$ cat config.mk
export PLATFORM = sky130hd
export DESIGN_NAME = tcdm_addr_decode
export DESIGN_NICKNAME = d
export VERILOG_FILES = /design/src/mempool_pkg.sv /design/src/tcdm_addr_decode.sv
export SDC_FILE = /design/constraint.sdc
export NUM_CORES = 1
export LEC_CHECK = 0
export BUFFER_PORTS_ARGS = -buffer_cell sky130_fd_sc_hd__buf_4
export CAP_MARGIN = 40
export CORE_ASPECT_RATIO = 1.4
export CORE_MARGIN = 3
export CORE_UTILIZATION = 34
export CTS_CLUSTER_DIAMETER = 40
export DETAILED_ROUTE_END_ITERATION = 10
export PLACE_DENSITY_LB_ADDON = 0.1
export SYNTH_ARGS = -nofsm -noshare
export SYNTH_HDL_FRONTEND = slang
export SYNTH_SLANG_ARGS = --single-unit
$ cat constraint.sdc
create_clock -name clk_i -period 3.36 [get_ports clk_i]
set_input_delay 0.672 -clock clk_i [delete_from_list [all_inputs] [get_ports clk_i]]
set_output_delay 0.672 -clock clk_i [all_outputs]
set_load 0.02 [all_outputs]
$ cat src/mempool_pkg.sv
/*
 * Shared localparams and scalar types of the TCDM cluster
 * Request opcode enum used on every request link
 */
`default_nettype none

package mempool_pkg;

  localparam int unsigned NumTiles         = 4;
  localparam int unsigned NumBanksPerTile  = 2;
  localparam int unsigned NumBanks         = NumTiles * NumBanksPerTile;
  localparam int unsigned DataWidth        = 32;
  localparam int unsigned AddrWidth        = 32;
  localparam int unsigned BeWidth          = DataWidth / 8;
  localparam int unsigned ByteOffset       = 2;
  localparam int unsigned TCDMRowsPerBank  = 64;
  localparam int unsigned TCDMAddrMemWidth = $clog2(TCDMRowsPerBank);

  // Derived field widths
  localparam int unsigned TileIdWidth  = $clog2(NumTiles);
  localparam int unsigned BankSelWidth = $clog2(NumBanksPerTile);
  localparam int unsigned IdWidth      = 4;

  typedef logic [AddrWidth-1:0]                     addr_t;
  typedef logic [DataWidth-1:0]                     data_t;
  typedef logic [BeWidth-1:0]                       strb_t;
  typedef logic [TileIdWidth-1:0]                   tile_id_t;
  // Bank select sits above the row index
  typedef logic [BankSelWidth+TCDMAddrMemWidth-1:0] tile_addr_t;
  typedef logic [IdWidth-1:0]                       reorder_id_t;

  typedef enum logic {
    TCDM_READ  = 1'b0,
    TCDM_WRITE = 1'b1
  } tcdm_op_e;

endpackage : mempool_pkg

`default_nettype wire
$ cat src/tcdm_addr_decode.sv
/*
 * Per-port address decode stage
 * Splits a byte address into target tile and tile-local address
 * and holds the result in a single output register
 */
`timescale 1ns/1ns
`default_nettype none

module tcdm_addr_decode (
  input  logic                     clk_i,
  input  logic                     reset_i,
  input  logic                     in_valid_i,
  output logic                     in_ready_o,
  input  mempool_pkg::addr_t       in_addr_i,
  input  mempool_pkg::tcdm_op_e    in_op_i,
  input  mempool_pkg::data_t       in_wdata_i,
  input  mempool_pkg::strb_t       in_be_i,
  input  mempool_pkg::reorder_id_t in_id_i,
  output logic                     out_valid_o,
  input  logic                     out_ready_i,
  output mempool_pkg::tile_id_t    out_tile_o,
  output mempool_pkg::tile_addr_t  out_tile_addr_o,
  output mempool_pkg::tcdm_op_e    out_op_o,
  output mempool_pkg::data_t       out_wdata_o,
  output mempool_pkg::strb_t       out_be_o,
  output mempool_pkg::reorder_id_t out_id_o
);

  import mempool_pkg::*;

  // Word interleaving: bank in tile, then tile, then row
  localparam int unsigned BankLsb = ByteOffset;
  localparam int unsigned TileLsb = ByteOffset + BankSelWidth;
  localparam int unsigned RowLsb  = ByteOffset + $clog2(NumBanks);

  logic accept;

  assign in_ready_o = !out_valid_o || out_ready_i;
  assign accept     = in_valid_i && in_ready_o;

  always_ff @(posedge clk_i) begin
    if (reset_i) begin
      out_valid_o <= 1'b0;
    end else if (in_ready_o) begin
      out_valid_o <= in_valid_i;
    end
  end

  // Payload only loads on accept
  always_ff @(posedge clk_i) begin
    if (accept) begin
      out_tile_o      <= in_addr_i[TileLsb +: TileIdWidth];
      out_tile_addr_o <= {in_addr_i[BankLsb +: BankSelWidth],
                          in_addr_i[RowLsb +: TCDMAddrMemWidth]};
      out_op_o        <= in_op_i;
      out_wdata_o     <= in_wdata_i;
      out_be_o        <= in_be_i;
      out_id_o        <= in_id_i;
    end
  end

endmodule : tcdm_addr_decode

`default_nettype wire

* Word level (Yosys, flattened, before mapping)
Index checks and enable logic that the tools add are counted.
** Operators by class
- Reductions and logical operators :: 3
** Operators by type and width (number)
- 1-bit logical AND :: 1
- 1-bit logical NOT :: 1
- 1-bit logical OR :: 1
** Storage, ports and cells
- Bits in registers :: 51
- Input port bits :: 77
- Output and inout bits :: 52
- Word-level logic and storage cells :: 10

* Longest topological paths before layout
- Depth in word-level cells :: 3
- Mapped depth :: 2
- Gate-level depth less buffers :: 2

* Least setup slack after synthesis
No wires, ideal clock.
- Path kind :: input to register
- Start :: input port out_ready_i
- End :: register out_be_o[0] (enable)
- Setup time :: 0.370 ns
- Data arrival time :: 1.293 ns
- Required time :: 2.990 ns
- Slack :: 1.697 ns
- Stages on the path :: 2
- Buffers on the path :: 0
- Cell sequence :: nand2b_4 and2_4
** On the way
- Cells in the longest elaborated chain, start to end :: 2
** RTL lines
- start: declaration :: RTL line tcdm_addr_decode.sv:20 : input logic out_ready_i,
- 1-bit logical OR :: RTL line tcdm_addr_decode.sv:38 : assign in_ready_o = !out_valid_o || out_ready_i;
- 1-bit logical AND :: RTL line tcdm_addr_decode.sv:39 : assign accept = in_valid_i && in_ready_o;
- named net accept :: RTL line tcdm_addr_decode.sv:36 : logic accept;
- end signal: assignment :: RTL line tcdm_addr_decode.sv:57 : out_be_o <= in_be_i;
- end: declaration :: RTL line tcdm_addr_decode.sv:25 : output mempool_pkg::strb_t out_be_o,
The timed path passes the listed nets, and every way through them passes these cells.
A chain may end at the register's enable or synchronous reset.

* Final worst setup path
- Start :: input port out_ready_i
- End :: output port in_ready_o
** On the way
- Cells in the longest elaborated chain, start to end :: 1
** RTL lines
- 1-bit logical OR :: RTL line tcdm_addr_decode.sv:38
- end: declaration :: RTL line tcdm_addr_decode.sv:13 : output logic in_ready_o,
Every way passes these cells.

==> reports/metrics.yaml <==
routing:
  drt-wirelength-per-cell_um: 13.5
  route.detailed.vias_per_inst: 4.14
  num_vias: 943
  route.antenna.remaining_nets: 0
  detail_route.wirelength_um: 3090
  detailedRoute.firstIterationViolations: 19
  drc: 0
  detail_route.first_pass.iterations: 4
power:
  power_mw: 1.28
  irDropWorstVdd_mv: 0.376
  power_leakage_nw: 1.07
  power_density_nw_per_um2: 509
global_routing:
  grt.met3_usage_pct: 5.37
  grt_start_max_net_pins: 51
  global_route.peak_usage_layer: "met2"
  grt_pass1_wl_um: 4600
  antenna_found_initial: 0
  globalRouteMet2Util_pct: 19.5
  first_global_vias: 1004
  grt_usage_pct: 11.2
  globalRoute.totalOverflow: 0
  grt_use_met1_pct: 11.0
floorplanning:
  placementRows: 28
  num_io_pins: 129
  floorplan.initialDensity_pct: 36.1
  fp.dieArea_um2: 5440
  fp.dieW_um: 63.2
  floorplan.die.height_um: 86.1
  core_region_area_um2: 4310
setup_path:
  crit_path_top_delay_cell: "sky130_fd_sc_hd__buf_4"
  timing.setup.critical_path_class: "in2out"
  timing.critical_path.to_type: "output port"
  crit_buf_inv: 2
  reg2reg_slack_ns: 1.99
  setup.worst_path.start_class: "input port"
  crit_chain: "buf_4, nand2b_4, buf_4"
  crit_path_top_cell_by_count: "sky130_fd_sc_hd__buf_4"
  cp_data_required_time_ns: 2.69
  worst_ep_arrival_time_ns: 1.07
  worstPathMaxFanout: 3
  biggest_cell_delay_along_the_critical_path_ns: 0.15
  critical_path.top_delay_family: "buffers and inverters"
placement:
  port-buffer-count: 105
  hpwlAfterDp_um: 2320
  placement.cell_area_um2: 2420
  place_ws_ns: 1.52
  placed_cells_incl_taps: 220
  gp_routability_congestion: 0.632
synthesis:
  synthMostInstantiatedCell: "sky130_fd_sc_hd__edfxtp_1"
  asyncSetResetFlopFracSynth_pct: 0
  synth_largest_type_area_fraction_pct: 96.5
  postSynthCellCount: 55
  synth.area.top_cells: "sky130_fd_sc_hd__edfxtp_1, sky130_fd_sc_hd__dfxtp_1, sky130_fd_sc_hd__nand2b_4"
  ys_warn_count: 0
  synth_edf_count: 50
  synth.net_count: 132
  yosys_register_bits: 51
  synth_seq_area_share_pct: 97.7
  synth_area_um2: 1560
  synth_top_area_cell: "sky130_fd_sc_hd__edfxtp_1"
  yosysUniqueCellTypes: 6
  postSynth.topFlopCell: "sky130_fd_sc_hd__edfxtp_1"
  postSynthAreaPerCell_um2: 28.3
sta:
  fin_ws_ns: 1.62
  setup_viol: 0
  max-slew-margin-rel_pct: 57.8
  finalHoldViolations: 0
  slew_violations: 0
  finalSetupTns_ns: 0
  max_freq_mhz: 573
  finalWorstPathRequiredPeriod_ns: 1.74
  fin_crit_sh_pct: 51.9
  unrepaired_setup_endpoints_after_global_routing: "no"
  fin_skew_ns: 0.00494
  worstMarginPinSlew_ns: 0.633
clock_tree:
  cts_resized: 0
  clk_pin_slew_worst_paths_ns: 0.08
  tritoncts: "yes"
  ctsHtreeMaxLevel: 2
  clock_sink_count: 51
  cts-root-buf: "sky130_fd_sc_hd__clkbuf_8"
  cts_max_path_buffers: 2
  ctsHoldBuffers: 0
  cts.repair_timing.setup_buffer_count: 0
  worstSkewPairLatency_ns: 0.29
  cts_buffers: 5
final_layout:
  finalNonFillerCells: 228
  synthToLayoutAreaGrowth_pct: 61.9
  proportion_of_layout_cells_with_a_drive_suffix_above_1_pct: 68.5
  finalInstanceArea_um2: 2520
  antenna_cells: 0
  nets: 244
flow_run:
  maxCapViolations: 0
status:
  status: "complete, no violations"
hold_path:
  holdCritPathClass: "reg2reg"
state kept, by name (all words and copies together) (netlist names):
name / count
out_op_o: 1
out_wdata_o: 32
out_tile_addr_o: 7
out_tile_o: 2
out_id_o: 4
out_be_o: 4
out_valid_o: 1
kinds of logic (layout without fill, tap and decap cells):
family                 after synthesis  count (layout)  synth area share (%)
buffers and inverters                1             114                 0.241
DFF                                 51              51                  97.7
AOI/OAI and AO/OA                    1               1                 0.563
and+or+nand+nor                      2               2                  1.45
metrics by stage:
stage          util, %  hold slack (ns)
2_1_floorplan        -            0.620
3_3_place_gp      56.2            0.490
3_5_place_dp      56.2            0.505
4_1_cts           58.5            0.514
5_1_grt           58.5            0.508
6_report          58.5            0.513
per-layer routing:
| layer | vias up | routed length [um] |
|---|---|---|
| li1 | 438 | - |
| met4 | 0 | 65 |
| met3 | 7 | 321 |
| met2 | 63 | 1720 |
| met5 | - | 0 |
| met1 | 435 | 980 |
worst paths after layout:
| check | startpoint | end | depth (start not counted) |
|---|---|---|---|
| setup reg to reg | out_valid_o | out_wdata_o[31] | 2 |
| hold reg to reg | out_valid_o | out_valid_o | 2 |
| setup / recovery | out_ready_i | in_ready_o | 3 |
| hold / removal | out_valid_o | out_valid_o | 2 |
cell type report:
cell class | instances | area [um^2]
inverters | 1 | 3.75
clock buffers | 8 | 100
repair buffers | 105 | 788
fillers | 345 | 1790
flip-flops and latches | 51 | 1520
well taps | 60 | 75.1
multi-input cells | 3 | 31.3
layout by cell type (no fill, tap or decap):
cell type and instances:
sky130_fd_sc_hd__nand2b_4 1, sky130_fd_sc_hd__dfxtp_1 1, sky130_fd_sc_hd__a21oi_2 1, sky130_fd_sc_hd__inv_1 1
sky130_fd_sc_hd__buf_4 105, sky130_fd_sc_hd__clkbuf_1 1, sky130_fd_sc_hd__and2_4 1, sky130_fd_sc_hd__edfxtp_1 50
sky130_fd_sc_hd__clkbuf_8 7
power breakdown:
part / internal (mW) / switching (mW) / leakage [nW]
registers: 0.742 / 0.0100 / 0.492
logic: 0.0829 / 0.0816 / 0.523
clock network: 0.188 / 0.178 / 0.0515
total: 1.01 / 0.270 / 1.07
worst min-delay path, cell delays in order (launching register included):
cell and delay (ns):
sky130_fd_sc_hd__dfxtp_1 0.34, sky130_fd_sc_hd__nand2b_4 0.09, sky130_fd_sc_hd__a21oi_2 0.05
Power figures use the tool's default switching activity.
