`src/mempool_pkg.sv`:
```
/*
 * Shared localparams and scalar types of the TCDM cluster
 * Request opcode enum used on every request link
 */
`default_nettype none

package mempool_pkg;

  localparam int unsigned NumTiles         = 4;
  localparam int unsigned NumBanksPerTile  = 2;
  localparam int unsigned NumBanks         = NumTiles * NumBanksPerTile;
  localparam int unsigned DataWidth        = 32;
  localparam int unsigned AddrWidth        = 32;
  localparam int unsigned BeWidth          = DataWidth / 8;
  localparam int unsigned ByteOffset       = 2;
  localparam int unsigned TCDMRowsPerBank  = 64;
  localparam int unsigned TCDMAddrMemWidth = $clog2(TCDMRowsPerBank);

  // Derived field widths
  localparam int unsigned TileIdWidth  = $clog2(NumTiles);
  localparam int unsigned BankSelWidth = $clog2(NumBanksPerTile);
  localparam int unsigned IdWidth      = 4;

  typedef logic [AddrWidth-1:0]                     addr_t;
  typedef logic [DataWidth-1:0]                     data_t;
  typedef logic [BeWidth-1:0]                       strb_t;
  typedef logic [TileIdWidth-1:0]                   tile_id_t;
  // Bank select sits above the row index
  typedef logic [BankSelWidth+TCDMAddrMemWidth-1:0] tile_addr_t;
  typedef logic [IdWidth-1:0]                       reorder_id_t;

  typedef enum logic {
    TCDM_READ  = 1'b0,
    TCDM_WRITE = 1'b1
  } tcdm_op_e;

endpackage : mempool_pkg

`default_nettype wire
```
`src/mempool_tile.sv`:
```
/*
 * Tile with two word-wide TCDM banks
 * Byte-enabled writes, synchronous reads, held response register
 * that returns the post-write word with id and initiator
 */
`timescale 1ns/1ns
`default_nettype none

module mempool_tile (
  input  logic                     clk_i,
  input  logic                     reset_i,
  input  logic                     req_valid_i,
  output logic                     req_ready_o,
  input  mempool_pkg::tile_addr_t  req_addr_i,
  input  mempool_pkg::tcdm_op_e    req_op_i,
  input  mempool_pkg::data_t       req_wdata_i,
  input  mempool_pkg::strb_t       req_be_i,
  input  mempool_pkg::reorder_id_t req_id_i,
  input  mempool_pkg::tile_id_t    req_ini_addr_i,
  output logic                     resp_valid_o,
  input  logic                     resp_ready_i,
  output mempool_pkg::data_t       resp_rdata_o,
  output mempool_pkg::reorder_id_t resp_id_o,
  output mempool_pkg::tile_id_t    resp_ini_addr_o
);

  import mempool_pkg::*;

  data_t                       mem_q [NumBanksPerTile][TCDMRowsPerBank];
  logic [BankSelWidth-1:0]     bank_sel;
  logic [TCDMAddrMemWidth-1:0] row;
  data_t                       old_word;
  data_t                       new_word;
  logic                        accept;

  assign req_ready_o = !resp_valid_o || resp_ready_i;
  assign accept      = req_valid_i && req_ready_o;

  assign bank_sel = req_addr_i[TCDMAddrMemWidth +: BankSelWidth];
  assign row      = req_addr_i[TCDMAddrMemWidth-1:0];
  assign old_word = mem_q[bank_sel][row];

  // Byte merge, reads pass the stored word through
  always_comb begin
    new_word = old_word;
    if (req_op_i == TCDM_WRITE) begin
      for (int b = 0; b < BeWidth; b++) begin
        if (req_be_i[b]) begin
          new_word[8*b +: 8] = req_wdata_i[8*b +: 8];
        end
      end
    end
  end

  always_ff @(posedge clk_i) begin
    if (accept && (req_op_i == TCDM_WRITE)) begin
      mem_q[bank_sel][row] <= new_word;
    end
  end

  always_ff @(posedge clk_i) begin
    if (reset_i) begin
      resp_valid_o <= 1'b0;
    end else if (req_ready_o) begin
      resp_valid_o <= req_valid_i;
    end
  end

  always_ff @(posedge clk_i) begin
    if (accept) begin
      resp_rdata_o    <= new_word;
      resp_id_o       <= req_id_i;
      resp_ini_addr_o <= req_ini_addr_i;
    end
  end

endmodule : mempool_tile

`default_nettype wire

```
`config.mk`:
```
export PLATFORM = sky130hd
export DESIGN_NAME = mempool_tile
export DESIGN_NICKNAME = d
export VERILOG_FILES = /design/src/mempool_pkg.sv /design/src/mempool_tile.sv
export SDC_FILE = /design/constraint.sdc
export NUM_CORES = 2
export LEC_CHECK = 0
export BUFFER_PORTS_ARGS = -buffer_cell sky130_fd_sc_hd__buf_2
export CORE_AREA = 2 2 841 424
export DETAILED_ROUTE_END_ITERATION = 6
export DIE_AREA = 0 0 843 426
export HOLD_SLACK_MARGIN = 0.06
export PLACE_DENSITY = 0.6
export SLEW_MARGIN = 20
export SYNTH_ARGS = -nofsm -noshare
export SYNTH_HDL_FRONTEND = slang
export SYNTH_SLANG_ARGS = --single-unit
```
`constraint.sdc`:
```
create_clock -name clk_i -period 6.65 [get_ports clk_i]
set_clock_uncertainty 0.1 [all_clocks]
set_input_delay 0.665 -clock clk_i [delete_from_list [all_inputs] [get_ports clk_i]]
set_output_delay 0.665 -clock clk_i [all_outputs]
set_load 0.01 [all_outputs]
```
=== Yosys cells after proc, flatten, opt, wreduce, memory -nomap -nowiden ===
Memories as Yosys holds them, arrays and structs flattened.
Index checks and enable logic that the tools add are counted.
Widths: inputs -> output; s select.

* $lt $le $gt $ge: 2
* Mux-type cells: 12
* Bitwise gates (word level): 1
* Reduce and logical (&&, ||, !) cells: 5

{| class="wikitable"
|+ Operator list
! kind !! count
|-
| $mux 2048 || 1
|-
| $bmux 32 s6 || 1
|-
| $demux 32 s6 || 1
|-
| $mux 32 || 4
|-
| $mux 8 || 4
|-
| $ge 7x7->1 const B || 1
|-
| $lt 7x1->1 const B || 1
|-
| $not 6->7 || 1
|-
| $logic_and 1x1->1 || 3
|-
| $logic_not 1->1 || 1
|-
| $logic_or 1x1->1 || 1
|-
| $mux 1 || 1
|}

* Flip-flop bits (word level): 39
* Memory bits (writable): 4096
* Bits of input ports: 54
* Output and inout port bits: 40
* Word-level logic and storage cells: 25
* Memories: 1

{| class="wikitable"
|+ Memories
! name !! words !! width !! rd ports !! clocked after Yosys merged registers in !! write ports !! RTL line !! RTL
|-
| mem_q || 2 || 2048 || 1 || 0 || 1 || mempool_tile.sv:29 || <nowiki>data_t mem_q [NumBanksPerTile][TCDMRowsPerBank];</nowiki>
|}

=== Longest topological paths before layout ===
* Depth after elaboration: 6
* Depth in mapped cells: 12
* Mapped depth without buffers: 6

=== Worst setup path before layout ===
OpenSTA, ideal clock, no wires.

* Path type: input-to-reg
* From: input port req_addr_i[1]
* To: memory mem_q[0][101] (netlist name) (data pin)
* Setup time: 0.975 ns
* Arrival: 6.139 ns
* Required time: 5.575 ns
* Path slack: -0.564 ns
* Cell stages on the path: 9
* Path buffers: 4
* Cell sequence: buf_2 buf_2 nor4b_1 clkbuf_1 clkbuf_1 nand3_1 nand4_1 nor3_1 a31oi_1

* Longest elaborated chain between the ends: 6

{| class="wikitable"
|+ Ends and longest elaborated chain
! item !! RTL line !! RTL
|-
| start, declared || mempool_tile.sv:14 || <nowiki>input mempool_pkg::tile_addr_t req_addr_i,</nowiki>
|-
| $not 6->7 (not written as such) * || mempool_tile.sv:41 || <nowiki>assign old_word = mem_q[bank_sel][row];</nowiki>
|-
| $bmux 32 s6 * || mempool_tile.sv:41 ||
|-
| $mux 32 (not written as such) * (2 in a row) || mempool_tile.sv:41 ||
|-
| $mux 8 || mempool_tile.sv:48 || <nowiki>if (req_be_i[b]) begin</nowiki>
|-
| $mux 32 * || mempool_tile.sv:46 || <nowiki>if (req_op_i == TCDM_WRITE) begin</nowiki>
|-
| net new_word[5] || mempool_tile.sv:33 || <nowiki>data_t new_word;</nowiki>
|-
| end, declared || mempool_tile.sv:29 ||
|}

Mark *: on every way through the listed nets, which the timed path passes. The rest lies on a longest branch. The select of a mux whose other input is x is not followed.

=== Worst setup path in the final report ===
* From: input port req_addr_i[1]
* To: memory mem_q[0][487] (netlist name) (data pin)

The elaborated chain is that of the path after synthesis.

==> summary.json <==
{
  "first_global_vias": 77000,
  "synthesized_netlist_cell_count": 7247,
  "failing_checks": "design-rule violations",
  "cpLargestDelayFamily": "buffers and inverters",
  "number_of_flops_mapped_to_enable_cells_by_yosys": 4134,
  "critical_path.most_common_cell": "sky130_fd_sc_hd__buf_4",
  "clkPwrFrac_pct": 38.8,
  "syn_nets": 7301,
  "remaining_drc_errors": 8,
  "cts_max_path_buffers": 4,
  "ioPinCount": 94,
  "dominantRegCellSynth": "sky130_fd_sc_hd__edfxtp_1",
  "place_inst": 12100,
  "clock_latency_ps": 960,
  "ys_ff_latch": 4135,
  "dp_worst_setup_slack_ps": 818,
  "final_critical_path_time_including_i_o_delays_and_setup_ps": 4980,
  "num-fill-cells": 27300,
  "antenna_found_initial": 52,
  "most-common-layout-cells": "sky130_fd_sc_hd__edfxtp_1, sky130_fd_sc_hd__mux4_2, sky130_fd_sc_hd__mux2i_1, sky130_fd_sc_hd__clkbuf_16, sky130_fd_sc_hd__buf_4",
  "power.density_nw_per_um2": 308,
  "critPathRequiredTime_ps": 7010,
  "min_period_over_period_pct": 74.9,
  "detail_route.vias_per_cell": 6.51,
  "timing_max_transition_violations_final": 0,
  "largest_net_degree_at_the_start_of_global_routing": 130,
  "cell_chosen_for_the_clock_root": "sky130_fd_sc_hd__clkbuf_16",
  "crit_buf_inv": 5,
  "initial_utilization_pct": 44.9,
  "clock-sinks": 4135,
  "worst-path-max-fanout": 73,
  "gp_congestion": 0.951,
  "switching_share_pct": 23.2,
  "layout_commonest_cell": "sky130_fd_sc_hd__edfxtp_1",
  "worst_hold_startpoint": "req_ini_addr_i[0]",
  "internal_power_mw": 42.5,
  "synthToLayoutAreaGrowth_pct": 14.0,
  "setup_viol_count_final": 0,
  "rows": 154,
  "cts_inserted_buffers": 371,
  "net-switching-power_mw": 12.9,
  "design.die.area_um2": 359000,
  "comb_power_share_pct": 7.6,
  "synthArstFlopShare_pct": 0,
  "final_net_count": 7824,
  "timing.critical_path.to_type": "register",
  "first_iter_violations": 15600,
  "placeableCoreArea_um2": 351000,
  "layout.cells.non_filler": 12800,
  "crit_chain": "buf_4, buf_4, nand3b_1, buf_4, o22ai_1, a211oi_1, a211oi_4, buf_6, or3_1, o32a_2, buf_4",
  "numPortBuffers": 93,
  "startpoint_type": "input port",
  "postRouteAntennaNets": 0,
  "post_cts_resized": 0,
  "route.vias.total": 83000,
  "status": "complete, but fails checks",
  "post_synth_main_area_contributors": "sky130_fd_sc_hd__edfxtp_1, sky130_fd_sc_hd__mux4_2, sky130_fd_sc_hd__mux2i_1, sky130_fd_sc_hd__a22oi_1, sky130_fd_sc_hd__buf_2",
  "clkSlewWorstSetupHoldPaths_ps": 70,
  "synth.largest_area_cell": "sky130_fd_sc_hd__edfxtp_1",
  "max_clock_freq_ghz": 0.201,
  "yosysWarnings": 0,
  "irDropWorstVdd_mv": 0.218,
  "hpwlAfterDp_mm": 318,
  "number_of_endpoints_with_negative_hold_slack_in_the_final_report": 0,
  "first_pass_iters": 7,
  "static_leakage_nw": 56.7,
  "cts_tree": "yes",
  "seq_area_frac_synth_pct": 78.7,
  "grt-ovfl-total": 0,
  "drive_above_1_share_pct": 25.7,
  "sequential_cell_area_um2": 124000,
  "crit_path_top_delay_cell": "sky130_fd_sc_hd__nand3b_1",
  "synth.lib_cells_used.distinct": 64,
  "width_of_the_chip_um": 843,
  "layout_setup_ws_ps": 1670,
  "totalWireLength_mm": 508,
  "setup.worst_path.class": "in -> reg",
  "slew_headroom_pct": 16.6,
  "grt_pass1_wl_mm": 681,
  "seqPwrFrac_pct": 53.6,
  "cts.htree.levels": 5,
  "height_of_the_chip_um": 426,
  "timing.critical_path.slowest_cell_delay_ps": 730,
  "track_usage_pct": 27.8,
  "drv.max_cap_violation_count": 0,
  "multi_input_comb_area_um2": 33000,
  "wl_per_cell_um": 39.8,
  "synthesis.area_um2": 158000,
  "hold_path.class": "in -> reg",
  "unrepaired_setup_endpoints_after_global_routing": "false",
  "syn_area_per_cell_um2": 21.8,
  "max_slew.worst_pin.slew_ps": 1240,
  "crit_arrival_ps": 5340,
  "netlist.area_leader.share_pct": 78.7,
  "cp-startpoint": "req_addr_i[1]",
  "r2r_start": "resp_valid_o$_SDFFE_PP0N_"
}
-- per-stage QoR --
step           total power [mW]  hold slack (ps)  area, um^2  setup TNS, ps  utilization [%]
2_1_floorplan              32.3              493      158000              0                -
3_3_place_gp               34.3              393      168000         -13300             47.8
3_5_place_dp               34.4              407      168000              0             47.8
4_1_cts                    55.4              289      180000              0             51.2
5_1_grt                    56.6              331      180000              0             51.2
6_report                   55.4              351      180000              0             51.2
-- power groups by stage --
stage	Sequential (mW)	Combinational [mW]	Clock, mW
2_1_floorplan	30.4	1.86	0
3_3_place_gp	30.3	4.00	0
3_5_place_dp	30.3	4.09	0
4_1_cts	29.7	4.09	21.6
5_1_grt	29.7	4.26	22.7
6_report	29.7	4.19	21.5
-- cell type report --
class                   count  share of cell area [%]
well taps                4680                    3.25
inverters                   2                 0.00417
flip-flops and latches   4135                    69.0
clock buffers             443                    5.39
clock inverters           218                    1.15
diodes                     13                  0.0181
multi-input cells        2700                    18.3
repair buffers            560                    2.85
-- state kept, by name (all words and copies together), names as in the netlist --
register	cells
resp_id_o	4
mem_q	4096
resp_rdata_o	32
resp_valid_o	1
resp_ini_addr_o	2
-- synthesized netlist by cell type (9+ instances only) --
cell / n
sky130_fd_sc_hd__edfxtp_1: 4134
sky130_fd_sc_hd__mux4_2: 779
sky130_fd_sc_hd__mux2i_1: 591
sky130_fd_sc_hd__a22oi_1: 361
sky130_fd_sc_hd__nor2_1: 202
sky130_fd_sc_hd__buf_2: 163
sky130_fd_sc_hd__nand2_1: 153
sky130_fd_sc_hd__nand3_1: 146
sky130_fd_sc_hd__clkbuf_1: 138
sky130_fd_sc_hd__a21oi_1: 99
sky130_fd_sc_hd__buf_4: 54
sky130_fd_sc_hd__nand4_1: 50
sky130_fd_sc_hd__buf_6: 36
sky130_fd_sc_hd__o22ai_1: 34
sky130_fd_sc_hd__a211oi_1: 32
sky130_fd_sc_hd__a22o_1: 26
sky130_fd_sc_hd__a31oi_1: 26
sky130_fd_sc_hd__nor3_1: 19
sky130_fd_sc_hd__a221oi_1: 18
sky130_fd_sc_hd__buf_1: 18
sky130_fd_sc_hd__o21ai_0: 17
sky130_fd_sc_hd__o221ai_1: 17
sky130_fd_sc_hd__o211ai_1: 14
sky130_fd_sc_hd__nand2b_1: 10
sky130_fd_sc_hd__a2111oi_0: 9
-- metal layers --
layer / vias up / part of all wire [%] / global-route usage (%)
met2: 5902 / 42 / 39.3
met1: 44600 / 39 / 40.9
met4: 22 / 3.8 / 8.87
li1: 31700 / - / -
met5: - / 0.081 / 0
met3: 826 / 15 / 9.18
-- path summary, 6_finish.rpt --
check / end / slack (ps) / cells after the start
setup / recovery: mem_q[0][487]$_DFFE_PP_ / 1670 / 11
hold / removal: resp_ini_addr_o[0]$_DFFE_PN_ / 350 / 2
setup reg to reg: mem_q[0][2043]$_DFFE_PP_ / 2350 / 8
hold reg to reg: resp_valid_o$_SDFFE_PP0N_ / 960 / 3
-- cell families after synthesis --
kind of cell           Yosys count  synth area share, %
AOI/OAI and AO/OA              679                 3.08
buffers and inverters          412                 1.42
muxes                         1377                 14.9
and+or+nand+nor                644                 1.90
DFF                           4135                 78.7
-- what timing repair did --
item | CTS | global route
buffers inserted | 0 | 0
endpoints found under the hold margin | 7 | 0
hold buffers | 8 | 0
Note: power is estimated with default switching activity, not from simulation.
