`config.mk`:
```
export PLATFORM = sky130hd
export DESIGN_NAME = tcdm_resp_xbar
export DESIGN_NICKNAME = d
export VERILOG_FILES = /design/src/mempool_pkg.sv /design/src/tcdm_resp_xbar.sv /design/src/tcdm_rr_arbiter.sv
export SDC_FILE = /design/constraint.sdc
export NUM_CORES = 1
export LEC_CHECK = 0
export ABC_AREA = 0
export BUFFER_PORTS_ARGS = -buffer_cell sky130_fd_sc_hd__buf_2
export CAP_MARGIN = 10
export CORE_MARGIN = 10
export CORE_UTILIZATION = 60
export CTS_BUF_LIST = sky130_fd_sc_hd__clkbuf_4
export DETAILED_ROUTE_END_ITERATION = 8
export PLACE_DENSITY = 0.89
export SYNTH_ARGS = -nofsm -noshare
export SYNTH_HDL_FRONTEND = slang
export SYNTH_SLANG_ARGS = --single-unit
```
`constraint.sdc`:
```
create_clock -name clk_i -period 10.6 [get_ports clk_i]
set_input_delay 1.06 -clock clk_i [delete_from_list [all_inputs] [get_ports clk_i]]
set_output_delay 1.06 -clock clk_i [all_outputs]
set_load 0.03 [all_outputs]
```
`src/mempool_pkg.sv`:
```
/*
 * Shared localparams and scalar types of the TCDM cluster
 * Request opcode enum used on every request link
 */
`default_nettype none

package mempool_pkg;

  localparam int unsigned NumTiles         = 4;
  localparam int unsigned NumBanksPerTile  = 2;
  localparam int unsigned NumBanks         = NumTiles * NumBanksPerTile;
  localparam int unsigned DataWidth        = 32;
  localparam int unsigned AddrWidth        = 32;
  localparam int unsigned BeWidth          = DataWidth / 8;
  localparam int unsigned ByteOffset       = 2;
  localparam int unsigned TCDMRowsPerBank  = 64;
  localparam int unsigned TCDMAddrMemWidth = $clog2(TCDMRowsPerBank);

  // Derived field widths
  localparam int unsigned TileIdWidth  = $clog2(NumTiles);
  localparam int unsigned BankSelWidth = $clog2(NumBanksPerTile);
  localparam int unsigned IdWidth      = 4;

  typedef logic [AddrWidth-1:0]                     addr_t;
  typedef logic [DataWidth-1:0]                     data_t;
  typedef logic [BeWidth-1:0]                       strb_t;
  typedef logic [TileIdWidth-1:0]                   tile_id_t;
  // Bank select sits above the row index
  typedef logic [BankSelWidth+TCDMAddrMemWidth-1:0] tile_addr_t;
  typedef logic [IdWidth-1:0]                       reorder_id_t;

  typedef enum logic {
    TCDM_READ  = 1'b0,
    TCDM_WRITE = 1'b1
  } tcdm_op_e;

endpackage : mempool_pkg

`default_nettype wire
```
`src/tcdm_resp_xbar.sv`:
```
/*
 * Response crossbar from tiles back to initiators
 * Per initiator a round-robin arbiter over tiles answering it,
 * winner held in one output register
 */
`timescale 1ns/1ns
`default_nettype none

module tcdm_resp_xbar (
  input  logic                                                  clk_i,
  input  logic                                                  reset_i,
  input  logic [mempool_pkg::NumTiles-1:0]                      tile_resp_valid_i,
  output logic [mempool_pkg::NumTiles-1:0]                      tile_resp_ready_o,
  input  mempool_pkg::data_t       [mempool_pkg::NumTiles-1:0]  tile_resp_rdata_i,
  input  mempool_pkg::reorder_id_t [mempool_pkg::NumTiles-1:0]  tile_resp_id_i,
  input  mempool_pkg::tile_id_t    [mempool_pkg::NumTiles-1:0]  tile_resp_ini_addr_i,
  output logic [mempool_pkg::NumTiles-1:0]                      out_valid_o,
  input  logic [mempool_pkg::NumTiles-1:0]                      out_ready_i,
  output mempool_pkg::data_t       [mempool_pkg::NumTiles-1:0]  out_rdata_o,
  output mempool_pkg::reorder_id_t [mempool_pkg::NumTiles-1:0]  out_id_o
);

  import mempool_pkg::*;

  // Indexed [initiator][tile]
  logic [NumTiles-1:0][NumTiles-1:0] req_mat;
  logic [NumTiles-1:0][NumTiles-1:0] gnt_mat;
  tile_id_t [NumTiles-1:0]           gnt_idx;
  logic [NumTiles-1:0]               out_ready;

  for (genvar i = 0; i < NumTiles; i++) begin : gen_ini_port
    for (genvar t = 0; t < NumTiles; t++) begin : gen_req
      assign req_mat[i][t] = tile_resp_valid_i[t] &&
                             (tile_resp_ini_addr_i[t] == tile_id_t'(i));
    end

    assign out_ready[i] = !out_valid_o[i] || out_ready_i[i];

    tcdm_rr_arbiter i_arb (
      .clk_i    (clk_i       ),
      .reset_i  (reset_i     ),
      .req_i    (req_mat[i]  ),
      .gnt_o    (gnt_mat[i]  ),
      .gnt_idx_o(gnt_idx[i]  ),
      .advance_i(out_ready[i])
    );

    always_ff @(posedge clk_i) begin
      if (reset_i) begin
        out_valid_o[i] <= 1'b0;
      end else if (out_ready[i]) begin
        out_valid_o[i] <= |req_mat[i];
      end
    end

    always_ff @(posedge clk_i) begin
      if (out_ready[i] && (|req_mat[i])) begin
        out_rdata_o[i] <= tile_resp_rdata_i[gnt_idx[i]];
        out_id_o[i]    <= tile_resp_id_i[gnt_idx[i]];
      end
    end
  end

  // Tile drains only when granted by the initiator it answers
  for (genvar t = 0; t < NumTiles; t++) begin : gen_tile_ready
    assign tile_resp_ready_o[t] = gnt_mat[tile_resp_ini_addr_i[t]][t] &&
                                  out_ready[tile_resp_ini_addr_i[t]];
  end

endmodule : tcdm_resp_xbar

`default_nettype wire

```
`src/tcdm_rr_arbiter.sv`:
```
/*
 * Round-robin arbiter over the tile-indexed request lines
 * Rotating priority pointer, one-hot grant plus grant index
 */
`timescale 1ns/1ns
`default_nettype none

module tcdm_rr_arbiter (
  input  logic                                clk_i,
  input  logic                                reset_i,
  input  logic [mempool_pkg::NumTiles-1:0]    req_i,
  output logic [mempool_pkg::NumTiles-1:0]    gnt_o,
  output mempool_pkg::tile_id_t               gnt_idx_o,
  input  logic                                advance_i
);

  import mempool_pkg::*;

  tile_id_t ptr_q;
  tile_id_t cand;
  logic     found;

  // First requester at or after the pointer with wraparound
  always_comb begin
    gnt_o     = '0;
    gnt_idx_o = '0;
    found     = 1'b0;
    cand      = ptr_q;
    for (int i = 0; i < NumTiles; i++) begin
      cand = ptr_q + tile_id_t'(i);
      if (!found && req_i[cand]) begin
        found        = 1'b1;
        gnt_o[cand]  = 1'b1;
        gnt_idx_o    = cand;
      end
    end
  end

  always_ff @(posedge clk_i) begin
    if (reset_i) begin
      ptr_q <= '0;
    end else if (advance_i && found) begin
      ptr_q <= gnt_idx_o + tile_id_t'(1);
    end
  end

endmodule : tcdm_rr_arbiter

`default_nettype wire

```
* Yosys cells after proc, flatten, opt, wreduce, memory -nomap -nowiden
Cells that the tools add are included.
** Storage, ports and cells
- Flip-flop bits (word level) :: 156
- Bits of input ports :: 162
- Output and inout port bits :: 152
- Word-level logic and storage cells :: 324
** Cells by class
- $add $sub $neg :: 16
- Order comparisons :: 40
- Equality and inequality tests :: 12
- Multiplexer cells :: 144
- Bitwise logic cells :: 12
- Reductions and logical operators :: 84
** Operators by type and width (number)
- 32-bit binary-select mux with 2-bit select :: 4
- 32-bit two-way mux :: 4
- 4-bit two-way mux :: 21
- 2-bit by 3-bit < comparator with 1-bit output (second input constant) :: 24
- 4-bit binary-select mux with 2-bit select :: 8
- 1-bit logical AND :: 56
- 1-bit two-way mux :: 53
- 4-bit OR :: 12
- 1-bit binary-select mux with 2-bit select :: 20
- 2-bit two-way mux :: 17
- 1-bit demux with 2-bit select :: 16
- 2-bit by 1-bit greater-or-equal comparator with 1-bit output (second input constant) :: 16
- 2-bit by 1-bit adder with 2-bit output (second input constant) :: 8
- 2-bit adder (second input constant) :: 8
- 2-bit equality test (second input constant) :: 8
- 1-bit zero test :: 16
- 4-bit OR reduction :: 4
- 2-bit by 1-bit equality test with 1-bit output (second input constant) :: 4
- 2-bit zero test :: 4
- 1-bit logical OR :: 4
- 3-bit two-way mux :: 1

* Logic depth before layout (Yosys ltp)
- Word-level depth :: 17
- Gate-level depth with buffers :: 14
- Depth with buffers taken out :: 9

* Hierarchy
Synthesis repeated with hierarchy kept, for this count alone.
** Second synthesis, totals
- Cell total of the unflattened synthesis :: 648
- Area total of the unflattened synthesis :: 10751.6 µm²
** Modules (own cells, without submodules)
- tcdm_resp_xbar :: instances 1, cells an instance 382, area each 8378.0 µm², sequential area each 4404.2 µm²
- tcdm_rr_arbiter at gen_ini_port[0].i_arb ... :: instances 3, cells an instance 65, area each 581.8 µm², sequential area each 40.0 µm²
- tcdm_rr_arbiter at gen_ini_port[3].i_arb :: instances 1, cells an instance 71, area each 628.1 µm², sequential area each 40.0 µm²

* Worst setup path after synthesis
Ideal clock, no wire load.
- Path type :: in2reg
- Start :: input port tile_resp_ini_addr_i[7] (netlist name)
- End :: register gen_ini_port[0].i_arb.ptr_q[0]
- Setup time :: 0.128 ns
- Arrival time :: 5.664 ns
- Data required time :: 10.472 ns
- Setup slack :: 4.809 ns
- Cell stages on the path :: 9
- Buffers on the path :: 2
- Path through :: clkbuf_1 -> nor3b_1 -> a21oi_1 -> a32oi_1 -> buf_2 -> nor3_1 -> a21boi_0 -> mux2_2 -> nor2_1
** Between the ends
- Cells in the longest elaborated chain, start to end :: 15
- Elaborated cells between the ends (all ways) :: 26
- Those cells by class :: add/sub (1); mux (16); reduce/logical (9)
** Ends and longest elaborated chain
- start: declaration :: RTL line tcdm_resp_xbar.sv:16 : input mempool_pkg::tile_id_t [mempool_pkg::NumTiles-1:0] tile_resp_ini_addr_i,
- 2-bit zero test (*) :: RTL line tcdm_resp_xbar.sv:34 : (tile_resp_ini_addr_i[t] == tile_id_t'(i));
- 1-bit logical AND (*) :: RTL line tcdm_resp_xbar.sv:33 : assign req_mat[i][t] = tile_resp_valid_i[t] &&
- 1-bit binary-select mux with 2-bit select :: RTL line tcdm_rr_arbiter.sv:31 : if (!found && req_i[cand]) begin
- 1-bit two-way mux (not written as such) :: RTL line tcdm_rr_arbiter.sv:31
- 1-bit two-way mux :: RTL line tcdm_rr_arbiter.sv:31
- 1-bit zero test :: RTL line tcdm_rr_arbiter.sv:31
- 1-bit logical AND :: RTL line tcdm_rr_arbiter.sv:31
- 1-bit two-way mux :: RTL line tcdm_rr_arbiter.sv:31
- 1-bit zero test :: RTL line tcdm_rr_arbiter.sv:31
- 1-bit logical AND :: RTL line tcdm_rr_arbiter.sv:31
- 1-bit two-way mux :: RTL line tcdm_rr_arbiter.sv:31
- 1-bit zero test :: RTL line tcdm_rr_arbiter.sv:31
- 1-bit logical AND :: RTL line tcdm_rr_arbiter.sv:31
- 2-bit two-way mux / 1-bit two-way mux (equally long branches) :: RTL line tcdm_rr_arbiter.sv:31
- 2-bit by 1-bit adder with 2-bit output / 1-bit logical AND (equally long branches) :: RTL line tcdm_rr_arbiter.sv:43, tcdm_rr_arbiter.sv:42
- end signal: assignment :: RTL line tcdm_rr_arbiter.sv:43 : ptr_q <= gnt_idx_o + tile_id_t'(1);
- end: declaration :: RTL line tcdm_rr_arbiter.sv:19 : tile_id_t ptr_q;
Every way passes the cells marked *; elsewhere a longest branch is shown, timed or not. The select of a mux whose other input is x is not followed.
A chain may end at the register's enable or synchronous reset.

* Worst setup path after layout
- Start :: register gen_ini_port[0].i_arb.ptr_q[0]
- End :: output port tile_resp_ready_o[0] (netlist name)
** Between the ends
- Cells in the longest elaborated chain, start to end :: 15
- Elaborated cells between the ends (all ways) :: 50
- Those cells by class :: add/sub (3); order compare (8); mux (25); bitwise (3); reduce/logical (11)
** Ends and longest elaborated chain
- branches (longest 11 deep; another with 2-bit by 3-bit < comparator with 1-bit output)
- 4-bit two-way mux (*) :: RTL line tcdm_rr_arbiter.sv:31
- 4-bit binary-select mux with 2-bit select (*) :: RTL line tcdm_resp_xbar.sv:66 : assign tile_resp_ready_o[t] = gnt_mat[tile_resp_ini_addr_i[t]][t] &&
- 1-bit two-way mux (not written as such) (*) :: RTL line tcdm_resp_xbar.sv:66
- 1-bit logical AND (*) :: RTL line tcdm_resp_xbar.sv:66
- end: declaration :: RTL line tcdm_resp_xbar.sv:13 : output logic [mempool_pkg::NumTiles-1:0] tile_resp_ready_o,
Mark *: on every way between the ends. The select of a mux whose other input is x is not followed.

==> summary.md <==
Setup repair after global routing left no endpoint under its margin. Excluding fillers, the count of instances in the completed layout stands at 1572. Once detailed placement completed, the half-perimeter wirelength came to 26500 um.

Dividing the detail-routed via count by the number of cells gives 6.31. The initial utilization of the core area, before any placement, comes to 60.6%. TritonCTS built the clock tree. At the worst endpoint, the arrival time is 4.42 ns. Port buffering added 313 buffers. After routing the design area is 13700 sq um. After synthesis the cells add up to 11800 sq um. Sequential cells account for 27.0% of the total power.

Setup violations remaining at the end of the flow were counted as 0. Synthesis produced 1018 cells. The relative slew slack came out at 19.0%. After synthesis, flip-flops and latches occupy 38.8% of the total area. The tool flagged a number of max-cap violations equal to 0. The H-tree was split into 4 levels.

Once detail routing completed, the nets flagged for antenna violations numbered 0. Yosys mapped a number of flops with a built-in enable equal to 144. The fraction of the mapped netlist area in adder cells works out to 3.41%.

Leaving out fill and tap cells, the most frequent cells in the layout are sky130_fd_sc_hd__mux2i_1, sky130_fd_sc_hd__buf_2, sky130_fd_sc_hd__edfxtp_1, sky130_fd_sc_hd__nor2_1, sky130_fd_sc_hd__a21oi_1. The run gives 51 as the floorplan row count. The tools report the destination of the worst register-to-register timing path as out_rdata_o[34]. The post-route clock period utilization was 51.7%.

Root buffer cell: sky130_fd_sc_hd__clkbuf_4. The portion of total power attributed to combinational logic was 64.3%. The run gives 314 as the I/O pin total. The library cell used most frequently in the layout, excluding fill and tap cells, is sky130_fd_sc_hd__mux2i_1.

In the final timing run, aggregate negative setup slack is 0 ns. Number of antenna violations at the first check in global routing: 4. The tools report the critical path startpoint as gen_ini_port[0].i_arb.ptr_q[0]. Summing the areas of all compound-gate instances in the mapped netlist gives 8.74% of the synthesized area. The post-synthesis register bit count was 156; the die outline area was 25600 sq um. Counting every net in the synthesized netlist gives 1212. Net switching is 48.9% of the power.

On the final layout, the worst clock skew is 0.0342 ns. At the end of the flow, the number of nets in the layout was 1482. The count of cells along the worst register-to-register path was 9. For this design the static power due to leakage is 6.49 nW.

The startpoint identified for the worst hold timing path is gen_ini_port[2].i_arb.ptr_q[1]. The tools report the largest voltage drop on the vdd net as 0.377 mV. The worst register-to-register path begins at gen_ini_port[1].i_arb.ptr_q[0]. The routed layout has 9926 vias. The maximum fanout along the worst path is 14.

The first-pass iteration count of the detailed router is 7, and the fraction of registers with async set or reset after synthesis is 0%. Dividing the detail-routed wire length by the instance count gives 23.6 um. The worst setup path is launched from a register.

The critical path contains buffers and inverters numbering 2 combined. After clock tree synthesis, the repair step resized 0 gates. STA classifies the critical path endpoint as an output port.

In this run the power spent charging and discharging nets is 0.00231 W. The Yosys step of the flow raised 0 warnings. Along the worst hold path, the cell count comes to 2. From synthesis to final layout, the design area changed by 16.4%.

The chip height was 160 um. The mux share of post-synthesis cell area was 36.7%. The internal power of the cells totals 0.00241 W.

Buffers inserted to repair hold after CTS numbered 0. After Yosys synthesis, and, or, nand and nor cells account for 7.02% of the synthesized area. No sink is reached through more buffers than the 2 on the longest clock path. Traced cell by cell, the critical path runs through inv_1, ha_1, nor4b_1, a211oi_1, a31o_2, nor4_1, a221oi_1, o21a_1, o32ai_1, buf_2.

The largest family of logic cells by synthesized area is multiplexers. The cell total after placement was 1534. The tightest min-delay check is of the register to register type.

Dividing the synthesized area by the synthesized cell count gives 11.5 sq um. For the finished layout, the period the worst path requires is 5.48 ns. Data on the critical path is required at its endpoint by 9.54 ns. The tools report the number of DRC violations after detailed routing as 0.

The post-synthesis xor/xnor area fraction works out to 0.447%. The slowest cell on the critical path was sky130_fd_sc_hd__dfxtp_1. The worst register-to-register path has a setup slack of 5.54 ns. The total CTS buffers was 17; the clock transition at the registers of the reported paths was 0.12 ns. The max-slew violation count came out at 0. The number of failing hold endpoints at the final stage is 0. The largest single stage delay on the critical path is 0.68 ns. The tools report the post-place instance area as 13400 sq um. The die is 160 um wide. Prevailing post-synth register cell: sky130_fd_sc_hd__edfxtp_1. The clock net in this run drives a total of 156 sinks. The all-layer global routing usage is 27.7%, and the cell area power density is 344 nW/um^2. The run gives 0 as the number of post-CTS setup repair buffers.

Last weighted congestion value of the routability-driven placer: 0.927. The clock insertion delay at the later pin of the skew report was 0.57 ns; the actual transition at the worst max-transition pin was 1.21 ns. The global-route congestion overflow total was 0; the via count of the first global-routing pass was 9908. Cells with a size suffix above 1 make up 32.4% of the layout. Clock network fraction of design power: 8.7%. The path with the worst hold slack has its endpoint at gen_ini_port[2].i_arb.ptr_q[1]. The total wirelength of the detailed-routed design is 37100 um, and the highest achievable clock rate is 183 MHz. The number of distinct library cells after synthesis is 64. By startpoint and endpoint, the worst setup path is classified as register to output port. Entering global routing, the biggest net connects 58 pins. The number of design-rule violations left by the first detailed-router iteration came out at 819. Broken down by cell family, the worst path's largest delay share belongs to simple AND/OR/NAND/NOR gates. The first global-routing pass estimated 56700 um of wire. The floorplan core area is 19400 sq um. The run finished with clean final reports.
tightest hold or removal path, cell delays in order (launching register included):
cell,delay [ns]
sky130_fd_sc_hd__dfxtp_1,0.43
sky130_fd_sc_hd__mux2i_1,0.17
sky130_fd_sc_hd__nor2_1,0.05
routing by layer:
layer	vias to the layer above	GRT usage [%]	wire (um)
li1	4491	-	-
met1	4794	32.4	14000
met2	560	47.0	18400
met3	81	7.30	3460
met4	0	11.8	1270
met5	-	0	0
flip-flops by register name, summed over array words and instances (netlist names):
register,flops
out_valid_o,4
out_rdata_o,128
gen_ini_port.i_arb.ptr_q,8
out_id_o,16
power groups by stage:
stage               Clock, W  Combinational (W)  Sequential [W]
finish              0.000409            0.00303         0.00127
floorplan                  0            0.00190         0.00176
global placement           0            0.00294         0.00128
detailed placement         0            0.00303         0.00128
global route        0.000440            0.00322         0.00129
CTS                 0.000418            0.00303         0.00127
worst max path at each step:
stage / cells after the start / to
2_1_floorplan: 9 / gen_ini_port[0].i_arb.ptr_q[0]
3_3_place_gp: 9 / out_id_o[5]
3_5_place_dp: 9 / out_rdata_o[52]
4_1_cts: 10 / tile_resp_ready_o[0]
5_1_grt: 10 / tile_resp_ready_o[0]
6_report: 10 / tile_resp_ready_o[0]
area by class of cell:
cell class                 count  area (sq um)
inverter                      22          82.6
timing repair buffer         325          1660
sequential                   156          4560
clock buffer                  18           135
antenna                        6          15.0
tap                          265           332
fill                        1459          5710
multi-input combinational    766          6720
clock inverter                14           181
per-stage QoR:
| stage | hold WS, ns | total power, W | util, % | setup WS [ns] |
|---|---|---|---|---|
| after global placement | 0.647 | 0.00423 | 68.9 | 5.51 |
| after floorplan | 0.586 | 0.00366 | - | 4.81 |
| after CTS | 0.677 | 0.00472 | 70.5 | 5.15 |
| after global routing | 0.736 | 0.00495 | 70.5 | 4.79 |
| final | 0.679 | 0.00472 | 70.6 | 5.12 |
| after detailed placement | 0.657 | 0.00431 | 68.9 | 5.29 |
cell families after synthesis:
group / count (synthesis)
AO/OA/AOI/OAI: 157
adder cells (fa/ha/maj): 32
buffers and inverters: 96
AND/OR/NAND/NOR: 158
XOR/XNOR: 6
multiplexers: 413
flip-flops: 156
cells in the mapped netlist, types with 5 or more instances:
| cell type | instances | area (sq um) |
|---|---|---|
| sky130_fd_sc_hd__clkbuf_1 | 21 | 78.8 |
| sky130_fd_sc_hd__nand2_1 | 20 | 75.1 |
| sky130_fd_sc_hd__mux4_2 | 11 | 248 |
| sky130_fd_sc_hd__mux2_2 | 37 | 417 |
| sky130_fd_sc_hd__a22oi_1 | 5 | 37.5 |
| sky130_fd_sc_hd__nor4_1 | 8 | 50.1 |
| sky130_fd_sc_hd__nor2_1 | 67 | 251 |
| sky130_fd_sc_hd__o21a_1 | 6 | 45.0 |
| sky130_fd_sc_hd__o21ai_0 | 17 | 85.1 |
| sky130_fd_sc_hd__a31oi_1 | 7 | 43.8 |
| sky130_fd_sc_hd__mux2i_1 | 364 | 3640 |
| sky130_fd_sc_hd__dfxtp_1 | 12 | 240 |
| sky130_fd_sc_hd__edfxtp_1 | 144 | 4320 |
| sky130_fd_sc_hd__and3b_1 | 8 | 70.1 |
| sky130_fd_sc_hd__a221oi_1 | 20 | 175 |
| sky130_fd_sc_hd__buf_2 | 29 | 145 |
| sky130_fd_sc_hd__buf_4 | 11 | 82.6 |
| sky130_fd_sc_hd__buf_12 | 7 | 140 |
| sky130_fd_sc_hd__nor3_1 | 5 | 25.0 |
| sky130_fd_sc_hd__a211oi_1 | 11 | 82.6 |
| sky130_fd_sc_hd__ha_1 | 32 | 400 |
| sky130_fd_sc_hd__nand3_1 | 7 | 35.0 |
| sky130_fd_sc_hd__inv_1 | 20 | 75.1 |
| sky130_fd_sc_hd__a21oi_1 | 56 | 280 |
| sky130_fd_sc_hd__and3_1 | 9 | 56.3 |
| sky130_fd_sc_hd__nand4_1 | 5 | 31.3 |
| sky130_fd_sc_hd__o211ai_1 | 5 | 37.5 |
(Power assumes the default switching activity.)
